`src/rtl/axi_wr_pkg.sv`:
```
package axi_wr_pkg;

  // ----------------------------------------------------------------------
  // sizes
  // ----------------------------------------------------------------------
  localparam int num_m     = 2;
  localparam int idx_w     = $clog2(num_m);
  localparam int addr_w    = 8;
  localparam int data_w    = 16;
  localparam int strb_w    = data_w / 8;
  localparam int id_w      = 4;
  localparam int mid_w     = idx_w + id_w;
  localparam int mem_words = 128;
  localparam int word_w    = $clog2(mem_words);

  typedef logic [addr_w-1:0] addr_t;
  typedef logic [data_w-1:0] data_t;
  typedef logic [strb_w-1:0] strb_t;
  typedef logic [id_w-1:0]   id_t;
  typedef logic [mid_w-1:0]  mid_t;
  typedef logic [idx_w-1:0]  idx_t;
  typedef logic [7:0]        len_t;
  typedef logic [2:0]        size_t;
  typedef logic [1:0]        burst_t;
  typedef logic [1:0]        resp_t;
  typedef logic [word_w-1:0] word_t;

  // only 2-byte INCR beats are accepted
  localparam size_t  size_beat   = 3'd1;
  localparam burst_t burst_incr  = 2'd1;
  localparam resp_t  resp_okay   = 2'd0;
  localparam resp_t  resp_slverr = 2'd2;

  // manager-side request and response widths held in the skid buffers
  localparam int aw_req_w = $bits(id_t) + $bits(addr_t) + $bits(len_t) + $bits(size_t) +
                            $bits(burst_t);
  localparam int b_rsp_w  = $bits(id_t) + $bits(resp_t);

  // ----------------------------------------------------------------------
  // subordinate-side channels
  // ----------------------------------------------------------------------
  typedef struct packed {
    mid_t   id;
    addr_t  addr;
    len_t   len;
    size_t  size;
    burst_t burst;
  } aw_t;

  typedef struct packed {
    data_t data;
    strb_t strb;
    logic  last;
  } w_t;

  typedef struct packed {
    mid_t  id;
    resp_t resp;
  } b_t;

  typedef enum logic [1:0] {mem_idle, mem_data, mem_resp} mem_state_t;

endpackage

```
`src/rtl/axi_wr_arbiter.sv`:
```
`timescale 1ns/1ns

module axi_wr_arbiter (
  input  logic                                           clk,
  input  logic                                           rst_n,

  // manager ports
  input  logic              [axi_wr_pkg::num_m-1:0]      i_awvalid,
  input  axi_wr_pkg::addr_t [axi_wr_pkg::num_m-1:0]      i_awaddr,
  input  axi_wr_pkg::id_t   [axi_wr_pkg::num_m-1:0]      i_awid,
  input  axi_wr_pkg::len_t  [axi_wr_pkg::num_m-1:0]      i_awlen,
  input  axi_wr_pkg::size_t [axi_wr_pkg::num_m-1:0]      i_awsize,
  input  axi_wr_pkg::burst_t [axi_wr_pkg::num_m-1:0]     i_awburst,
  output logic              [axi_wr_pkg::num_m-1:0]      o_awready,
  input  logic              [axi_wr_pkg::num_m-1:0]      i_wvalid,
  input  axi_wr_pkg::data_t [axi_wr_pkg::num_m-1:0]      i_wdata,
  input  axi_wr_pkg::strb_t [axi_wr_pkg::num_m-1:0]      i_wstrb,
  input  logic              [axi_wr_pkg::num_m-1:0]      i_wlast,
  output logic              [axi_wr_pkg::num_m-1:0]      o_wready,
  output logic              [axi_wr_pkg::num_m-1:0]      o_bvalid,
  output axi_wr_pkg::id_t   [axi_wr_pkg::num_m-1:0]      o_bid,
  output axi_wr_pkg::resp_t [axi_wr_pkg::num_m-1:0]      o_bresp,
  input  logic              [axi_wr_pkg::num_m-1:0]      i_bready,

  // subordinate port
  output axi_wr_pkg::aw_t                                o_aw,
  output logic                                           o_aw_valid,
  input  logic                                           i_aw_ready,
  output axi_wr_pkg::w_t                                 o_w,
  output logic                                           o_w_valid,
  input  logic                                           i_w_ready,
  input  axi_wr_pkg::b_t                                 i_b,
  input  logic                                           i_b_valid,
  output logic                                           o_b_ready
);

  import axi_wr_pkg::*;

  logic [aw_req_w-1:0] sb_aw [num_m];
  logic [num_m-1:0]    sb_awvalid;
  logic [num_m-1:0]    sb_awready;
  w_t                  sb_w [num_m];
  logic [num_m-1:0]    sb_wvalid;
  logic [num_m-1:0]    sb_wready;
  logic [num_m-1:0]    sb_bready;

  logic                grant_valid;
  idx_t                grant_idx;
  logic                grant_done;
  logic                aw_accepted;
  id_t                 aw_id;

  idx_t                b_idx;
  id_t                 b_id;

  // ----------------------------------------------------------------------
  // per-manager buffers
  // ----------------------------------------------------------------------
  for (genvar i = 0; i < num_m; i++) begin : gen_m
    skid_buffer #(
      .width(aw_req_w)
    ) aw_buf (
      .clk    (clk),
      .rst_n  (rst_n),
      .i_valid(i_awvalid[i]),
      .i_data ({i_awid[i], i_awaddr[i], i_awlen[i], i_awsize[i], i_awburst[i]}),
      .o_ready(o_awready[i]),
      .o_valid(sb_awvalid[i]),
      .o_data (sb_aw[i]),
      .i_ready(sb_awready[i])
    );

    skid_buffer #(
      .width($bits(w_t))
    ) w_buf (
      .clk    (clk),
      .rst_n  (rst_n),
      .i_valid(i_wvalid[i]),
      .i_data ({i_wdata[i], i_wstrb[i], i_wlast[i]}),
      .o_ready(o_wready[i]),
      .o_valid(sb_wvalid[i]),
      .o_data (sb_w[i]),
      .i_ready(sb_wready[i])
    );

    // responses are steered here by the index in the upper id bits
    skid_buffer #(
      .width(b_rsp_w)
    ) b_buf (
      .clk    (clk),
      .rst_n  (rst_n),
      .i_valid(i_b_valid && (b_idx == idx_t'(i))),
      .i_data ({b_id, i_b.resp}),
      .o_ready(sb_bready[i]),
      .o_valid(o_bvalid[i]),
      .o_data ({o_bid[i], o_bresp[i]}),
      .i_ready(i_bready[i])
    );
  end

  // ----------------------------------------------------------------------
  // grant, held from address to last data beat
  // ----------------------------------------------------------------------
  assign grant_done = o_w_valid && i_w_ready && o_w.last;

  rr_arbiter arb (
    .clk          (clk),
    .rst_n        (rst_n),
    .i_request    (sb_awvalid),
    .i_done       (grant_done),
    .o_grant_valid(grant_valid),
    .o_grant_idx  (grant_idx)
  );

  always_ff @(posedge clk) begin
    if (!rst_n) begin
      aw_accepted <= 1'b0;
    end else if (o_aw_valid && i_aw_ready) begin
      aw_accepted <= 1'b1;
    end else if (grant_done) begin
      aw_accepted <= 1'b0;
    end
  end

  // address mux, id gets the manager index on top
  assign o_aw_valid = grant_valid && !aw_accepted;

  always_comb begin
    {aw_id, o_aw.addr, o_aw.len, o_aw.size, o_aw.burst} = sb_aw[grant_idx];
    o_aw.id = {grant_idx, aw_id};
  end

  // data only flows once its address has gone out
  assign o_w       = sb_w[grant_idx];
  assign o_w_valid = grant_valid && aw_accepted && sb_wvalid[grant_idx];

  always_comb begin
    sb_awready = '0;
    sb_wready  = '0;
    if (grant_valid) begin
      sb_awready[grant_idx] = i_aw_ready && !aw_accepted;
      sb_wready[grant_idx]  = i_w_ready && aw_accepted;
    end
  end

  // ----------------------------------------------------------------------
  // response routing
  // ----------------------------------------------------------------------
  assign {b_idx, b_id} = i_b.id;
  assign o_b_ready     = i_b_valid ? sb_bready[b_idx] : 1'b0;

endmodule

```
`src/rtl/axi_wr_memory.sv`:
```
`timescale 1ns/1ns

module axi_wr_memory (
  input  logic              clk,
  input  logic              rst_n,
  input  axi_wr_pkg::aw_t   i_aw,
  input  logic              i_aw_valid,
  output logic              o_aw_ready,
  input  axi_wr_pkg::w_t    i_w,
  input  logic              i_w_valid,
  output logic              o_w_ready,
  output axi_wr_pkg::b_t    o_b,
  output logic              o_b_valid,
  input  logic              i_b_ready,
  input  axi_wr_pkg::word_t i_rd_word,
  output axi_wr_pkg::data_t o_rd_data
);

  import axi_wr_pkg::*;

  mem_state_t state;
  len_t       beat_cnt;
  word_t      base_word;
  mid_t       id_q;
  logic       err_q;
  word_t      wr_word;
  logic       aw_fire;
  logic       w_fire;

  data_t      mem [mem_words];

  assign o_aw_ready = (state == mem_idle);
  assign o_w_ready  = (state == mem_data);
  assign o_b_valid  = (state == mem_resp);

  assign aw_fire = i_aw_valid && o_aw_ready;
  assign w_fire  = i_w_valid && o_w_ready;

  // INCR only, so each beat lands on the next word
  assign wr_word = base_word + word_t'(beat_cnt);

  // ----------------------------------------------------------------------
  // control FSM
  // ----------------------------------------------------------------------
  always_ff @(posedge clk) begin
    if (!rst_n) begin
      state    <= mem_idle;
      beat_cnt <= '0;
    end else begin
      case (state)
        mem_idle: begin
          if (aw_fire) begin
            state    <= mem_data;
            beat_cnt <= '0;
          end
        end
        mem_data: begin
          if (w_fire) begin
            beat_cnt <= beat_cnt + 1'b1;
            if (i_w.last) begin
              state <= mem_resp;
            end
          end
        end
        mem_resp: begin
          if (i_b_ready) begin
            state <= mem_idle;
          end
        end
        default: state <= mem_idle;
      endcase
    end
  end

  // address, id and error flag captured with the address
  always_ff @(posedge clk) begin
    if (aw_fire) begin
      base_word <= i_aw.addr[addr_w-1 -: word_w];
      id_q      <= i_aw.id;
      err_q     <= (i_aw.burst != burst_incr) || (i_aw.size != size_beat);
    end
  end

  // ----------------------------------------------------------------------
  // storage
  // ----------------------------------------------------------------------
  always_ff @(posedge clk) begin
    if (w_fire && !err_q) begin
      for (int b = 0; b < strb_w; b++) begin
        if (i_w.strb[b]) begin
          mem[wr_word][8*b +: 8] <= i_w.data[8*b +: 8];
        end
      end
    end
  end

  assign o_b.id   = id_q;
  assign o_b.resp = err_q ? resp_slverr : resp_okay;

  // observation port
  assign o_rd_data = mem[i_rd_word];

endmodule

```
`src/rtl/axi_wr_subsystem.sv`:
```
`timescale 1ns/1ns

module axi_wr_subsystem (
  input  logic                                       clk,
  input  logic                                       rst_n,
  input  logic               [axi_wr_pkg::num_m-1:0] i_awvalid,
  input  axi_wr_pkg::addr_t  [axi_wr_pkg::num_m-1:0] i_awaddr,
  input  axi_wr_pkg::id_t    [axi_wr_pkg::num_m-1:0] i_awid,
  input  axi_wr_pkg::len_t   [axi_wr_pkg::num_m-1:0] i_awlen,
  input  axi_wr_pkg::size_t  [axi_wr_pkg::num_m-1:0] i_awsize,
  input  axi_wr_pkg::burst_t [axi_wr_pkg::num_m-1:0] i_awburst,
  output logic               [axi_wr_pkg::num_m-1:0] o_awready,
  input  logic               [axi_wr_pkg::num_m-1:0] i_wvalid,
  input  axi_wr_pkg::data_t  [axi_wr_pkg::num_m-1:0] i_wdata,
  input  axi_wr_pkg::strb_t  [axi_wr_pkg::num_m-1:0] i_wstrb,
  input  logic               [axi_wr_pkg::num_m-1:0] i_wlast,
  output logic               [axi_wr_pkg::num_m-1:0] o_wready,
  output logic               [axi_wr_pkg::num_m-1:0] o_bvalid,
  output axi_wr_pkg::id_t    [axi_wr_pkg::num_m-1:0] o_bid,
  output axi_wr_pkg::resp_t  [axi_wr_pkg::num_m-1:0] o_bresp,
  input  logic               [axi_wr_pkg::num_m-1:0] i_bready,
  input  axi_wr_pkg::word_t                          i_rd_word,
  output axi_wr_pkg::data_t                          o_rd_data
);

  import axi_wr_pkg::*;

  // arbiter to memory
  aw_t  aw;
  logic aw_valid;
  logic aw_ready;
  w_t   w;
  logic w_valid;
  logic w_ready;
  b_t   b;
  logic b_valid;
  logic b_ready;

  axi_wr_arbiter arbiter (
    .clk(clk), .rst_n(rst_n),
    .i_awvalid(i_awvalid), .i_awaddr(i_awaddr), .i_awid(i_awid), .i_awlen(i_awlen),
    .i_awsize(i_awsize), .i_awburst(i_awburst), .o_awready(o_awready),
    .i_wvalid(i_wvalid), .i_wdata(i_wdata), .i_wstrb(i_wstrb), .i_wlast(i_wlast),
    .o_wready(o_wready),
    .o_bvalid(o_bvalid), .o_bid(o_bid), .o_bresp(o_bresp), .i_bready(i_bready),
    .o_aw(aw), .o_aw_valid(aw_valid), .i_aw_ready(aw_ready),
    .o_w(w), .o_w_valid(w_valid), .i_w_ready(w_ready),
    .i_b(b), .i_b_valid(b_valid), .o_b_ready(b_ready)
  );

  axi_wr_memory memory (
    .clk(clk), .rst_n(rst_n),
    .i_aw(aw), .i_aw_valid(aw_valid), .o_aw_ready(aw_ready),
    .i_w(w), .i_w_valid(w_valid), .o_w_ready(w_ready),
    .o_b(b), .o_b_valid(b_valid), .i_b_ready(b_ready),
    .i_rd_word(i_rd_word), .o_rd_data(o_rd_data)
  );

endmodule

```
`src/rtl/rr_arbiter.sv`:
```
`timescale 1ns/1ns

module rr_arbiter (
  input  logic                         clk,
  input  logic                         rst_n,
  input  logic [axi_wr_pkg::num_m-1:0] i_request,
  input  logic                         i_done,
  output logic                         o_grant_valid,
  output axi_wr_pkg::idx_t             o_grant_idx
);

  import axi_wr_pkg::*;

  logic             pick_valid;
  idx_t             pick_idx;

  // search upward from the last grant, lowest offset wins
  // only used while idle, so the holder never competes for its own grant
  always_comb begin
    idx_t cand;
    pick_valid = 1'b0;
    pick_idx   = o_grant_idx;
    for (int k = num_m; k >= 1; k--) begin
      cand = o_grant_idx + idx_t'(k);
      if (i_request[cand]) begin
        pick_valid = 1'b1;
        pick_idx   = cand;
      end
    end
  end

  always_ff @(posedge clk) begin
    if (!rst_n) begin
      o_grant_valid <= 1'b0;
      // start one below manager 0 so that manager 0 goes first
      o_grant_idx   <= idx_t'(num_m - 1);
    end else if (o_grant_valid) begin
      if (i_done) begin
        o_grant_valid <= 1'b0;
      end
    end else if (pick_valid) begin
      o_grant_valid <= 1'b1;
      o_grant_idx   <= pick_idx;
    end
  end

endmodule

```
`src/rtl/skid_buffer.sv`:
```
`timescale 1ns/1ns

module skid_buffer #(
  parameter int width = 8
) (
  input  logic             clk,
  input  logic             rst_n,
  input  logic             i_valid,
  input  logic [width-1:0] i_data,
  output logic             o_ready,
  output logic             o_valid,
  output logic [width-1:0] o_data,
  input  logic             i_ready
);

  logic             skid_valid;
  logic [width-1:0] skid_data;
  logic             up_fire;
  logic             main_free;

  // upstream ready comes straight from the skid flag register
  assign o_ready   = !skid_valid;
  assign up_fire   = i_valid && o_ready;
  // main slot can take a new item this edge
  assign main_free = !o_valid || i_ready;

  always_ff @(posedge clk) begin
    if (!rst_n) begin
      o_valid    <= 1'b0;
      skid_valid <= 1'b0;
    end else begin
      if (main_free) begin
        o_valid    <= skid_valid || up_fire;
        skid_valid <= 1'b0;
      end else if (up_fire) begin
        // output stalled, park the incoming item
        skid_valid <= 1'b1;
      end
    end
  end

  always_ff @(posedge clk) begin
    if (main_free) begin
      if (skid_valid) begin
        o_data <= skid_data;
      end else if (up_fire) begin
        o_data <= i_data;
      end
    end
    // skid slot is free whenever upstream is allowed to send
    if (o_ready) begin
      skid_data <= i_data;
    end
  end

endmodule

```
`config.mk`:
```
export PLATFORM = sky130hd
export DESIGN_NAME = axi_wr_subsystem
export DESIGN_NICKNAME = d
export VERILOG_FILES = /design/src/rtl/axi_wr_pkg.sv /design/src/rtl/axi_wr_arbiter.sv /design/src/rtl/axi_wr_memory.sv /design/src/rtl/axi_wr_subsystem.sv /design/src/rtl/rr_arbiter.sv /design/src/rtl/skid_buffer.sv
export SDC_FILE = /design/constraint.sdc
export NUM_CORES = 2
export LEC_CHECK = 0
export BUFFER_PORTS_ARGS = -buffer_cell sky130_fd_sc_hd__buf_2
export CAP_MARGIN = 30
export CORE_MARGIN = 2
export CORE_UTILIZATION = 56
export CTS_CLUSTER_SIZE = 20
export DETAILED_ROUTE_END_ITERATION = 16
export PLACE_DENSITY = 0.73
export SETUP_SLACK_MARGIN = 0.02
export SKIP_CTS_REPAIR_TIMING = 1
export SYNTH_ARGS = -nofsm -noshare
export SYNTH_HDL_FRONTEND = slang
export SYNTH_SLANG_ARGS = --single-unit
```
`constraint.sdc`:
```
create_clock -name clk -period 3.68 [get_ports clk]
set_clock_uncertainty 0.15 [all_clocks]
set_input_delay 0.368 -clock clk [delete_from_list [all_inputs] [get_ports clk]]
set_output_delay 0.368 -clock clk [all_outputs]
set_load 0.05 [all_outputs]
```
==> results.tsv <==
stage	metric	value	unit
outcome	status	complete, but fails checks	
outcome	violations	setup timing	
routing	vias	43300	
cells_and_area	nets	4593	
die	fp.coreArea	154000	um2
clock_tree	root_buffer	clkbuf_16	
logic_synthesis	synthXorXnorAreaFrac	0.100	%
die	rows	144	
min_path	hold_class	input pin to register	
sta	hold_slack	97.1	ps
worst_setup_path	crit_slowest_cell	mux4_2	
power_and_ir_drop	p_leak	33.2	nW
worst_setup_path	critPathLaunchType	register	
clock_tree	clock_latency	850	ps
global_route	grtUsageTotal	26.1	%
logic_synthesis	synth_compound_area_share	0.317	%
power_and_ir_drop	powerDensity	530	nW/um2
global_route	first_global_vias	43600	
die	die_area	159000	um2
clock_tree	htreeDepth	4	
sta	min_period_over_period	110	%
sta	drv_slew	0	
cells_and_area	final-instance-count-excl-fill	6702	
logic_synthesis	syn_area_per_cell	23.2	um2
logic_synthesis	synthMuxAreaShare	18.9	%
placement	dp_hpwl	130	mm
routing	drtIter0Drc	4964	
routing	wl_per_cell	30.8	um
cells_and_area	num-fill-cells	9251	
routing	drt-total-wl	206	mm
clock_tree	numCtsBuffers	213	
sta	worst_pin_slew	975	ps
global_route	grt_pass1_wl	299	mm
sta	fmax	247	MHz
worst_setup_path	critPathArrivalTime	3520	ps
die	die_w	399	um
worst_setup_path	cp_common_cell	mux4_2	
worst_setup_path	endpoint_kind	primary output	
worst_setup_path	crit_type	register to primary output	
sta	fin_ws	-362	ps
routing	drc	0	
logic_synthesis	synth_area	87300	um2
placement	place_inst	6230	
cells_and_area	layout_commonest_cell	edfxtp_1	
worst_setup_path	worstPathMaxFanout	1	
worst_setup_path	critical_path_buf_inv_count	1	
routing	viasPerCell	6.46	
cells_and_area	regArea	67200	um2
worst_setup_path	worst_ep_required_time	3160	ps
global_route	grt_start_max_net_pins	129	
placement	numPortBuffers	116	
logic_synthesis	synth_adder_area_share	0.123	%
run	drv_cap	0	
clock_tree	path_clk_slew	60	ps
sta	rsz0062_at_grt	yes	
sta	setup_viol	16	
die	io_pins	137	
cells_and_area	drive_above_1_share	38.6	%
clock_tree	cts_tree	yes	
global_route	antenna_found_initial	3	
logic_synthesis	synth_top_family_by_area	multiplexers	
logic_synthesis	synthFlopType	edfxtp_1	
clock_tree	clockBufferDepth	3	
power_and_ir_drop	ir_drop	0.545	mV
worst_setup_path	slowest_delay	610	ps
logic_synthesis	ys_ff_latch	2245	
logic_synthesis	async_flop_share	0	%
sta	final_hold_viol_count	0	
logic_synthesis	yosysSeqAreaShare	76.9	%
die	dieHeight	399	um
logic_synthesis	ys_warn_count	0	
placement	gp_congestion	0.861	
routing	dr.pass1.iters	7	
die	start_util	56.6	%
placement	dpl_worst_slack	-177	ps
routing	drtAntennaViolNets	0	
power_and_ir_drop	p_total	54.4	mW
cells_and_area	mostFrequentLayoutCells	edfxtp_1 (2,221), mux4_2 (672), buf_4 (469)	
logic_synthesis	synth_edf_count	2221	
logic_synthesis	ys_types	51	
global_route	gr-total-overflow	0	
cells_and_area	final_core_utilization	66.5	%
worst_setup_path	crit_family	multiplexers	
logic_synthesis	synth-simple-area-share	2.37	%
sta	relSlewSlack	34.7	%
cells_and_area	multiInputGateArea	19400	um2
logic_synthesis	syn_inst	3764	
cells_and_area	syn_to_final_growth	17.6	%
clock_tree	cts.sinks	2245	
sta	fin_crit	4040	ps
worst_setup_path	path_cells	mux4_2 -> mux4_2 -> mux4_2 -> mux2_2 -> buf_2	
[logic make-up (layout without fill, tap and decap cells)]
kind of cell             after synthesis  in the layout
AO/OA/AOI/OAI                         41             41
other                                  1              4
multiplexers                         798            798
adder cells (fa/ha/maj)                8              8
buffers and inverters                257           1148
XOR/XNOR                              10             10
flip-flops                          2245           2245
AND/OR/NAND/NOR                      404            404
[path summary, 6_finish.rpt]
path	startpoint	endpoint	slack, ps	depth (start not counted)
worst max register to register	memory.base_word[0]$_DFFE_PP_	memory.mem[99][4]$_DFFE_PP_	40	9
worst max-delay path	memory.mem[118][4]$_DFFE_PP_	o_rd_data[4]	-360	5
worst min register to register	memory.id_q[3]$_DFFE_PP_	arbiter.gen_m[1].b_buf.skid_data[5]$_DFFE_PN_	370	0
worst min-delay path	i_awid[3]	arbiter.gen_m[0].aw_buf.skid_data[24]$_DFFE_PN_	100	2
[power by group]
part,internal [mW],switching (mW)
Combinational,1.47,2.42
Clock,12.3,9.41
Sequential,28.7,0.0611
Total,42.5,11.9
[per-layer routing]
metal / vias to the layer above / track usage [%] / wire, um
met5: - / 0 / 120
met4: 4 / 8.09 / 6410
met3: 370 / 5.23 / 20100
met2: 2437 / 41.0 / 100000
met1: 22800 / 37.5 / 79200
li1: 17600 / - / -
[flip-flops by register name, indices dropped and copies added (netlist names), 2 cells and up]
| register | flops |
|---|---|
| arbiter.gen_m.b_buf.o_data | 10 |
| arbiter.gen_m.aw_buf.skid_valid | 2 |
| arbiter.gen_m.aw_buf.skid_data | 32 |
| memory.base_word | 7 |
| memory.id_q | 5 |
| memory.beat_cnt | 7 |
| arbiter.gen_m.w_buf.skid_data | 38 |
| memory.mem | 2048 |
| arbiter.gen_m.aw_buf.o_data | 32 |
| arbiter.gen_m.aw_buf.o_valid | 2 |
| arbiter.gen_m.w_buf.o_data | 38 |
| arbiter.gen_m.b_buf.o_valid | 2 |
| memory.state | 2 |
| arbiter.gen_m.w_buf.o_valid | 2 |
| arbiter.gen_m.b_buf.skid_valid | 2 |
| arbiter.gen_m.w_buf.skid_valid | 2 |
| arbiter.gen_m.b_buf.skid_data | 10 |
[cell type report]
type / count / share of cell area, %
diodes: 2 / 0.00487
clock buffers: 268 / 5.46
clock inverters: 121 / 1.33
inverters: 13 / 0.0475
multi-input cells: 1263 / 18.9
flip-flops and latches: 2245 / 65.4
well taps: 2044 / 2.49
repair buffers: 746 / 6.35
[metrics by stage]
step | cell area [um2] | setup TNS, ps
global placement | 94500 | -14420
CTS | 102000 | -11750
finish | 103000 | -4370
floorplan | 87300 | 0
global route | 103000 | -5050
detailed placement | 94600 | -3440
[synthesized netlist by cell type, types with 6 or more instances]
master | n | area (um2)
edfxtp_1 | 2221 | 66700
dfxtp_1 | 24 | 480
nor2b_1 | 6 | 37.5
o21ai_0 | 9 | 45.0
nand2_1 | 14 | 52.6
buf_1 | 22 | 82.6
mux4_2 | 672 | 15100
a21oi_1 | 10 | 50.1
buf_2 | 51 | 255
nor3_1 | 272 | 1360
nand3_1 | 66 | 330
nor2_1 | 15 | 56.3
clkbuf_1 | 160 | 601
buf_4 | 10 | 75.1
inv_1 | 13 | 48.8
ha_1 | 7 | 87.6
mux2_2 | 124 | 1400
a21boi_0 | 6 | 45.0
[worst reg2reg max path, delay by kind of cell, from the launching register on]
family / cells / cell delay [ps]
XOR/XNOR: 1 / 210
buffers and inverters: 2 / 490
flip-flops: 1 / 420
adder cells (fa/ha/maj): 2 / 660
AND/OR/NAND/NOR: 4 / 1370
Note: power is estimated with default switching activity, not from simulation.
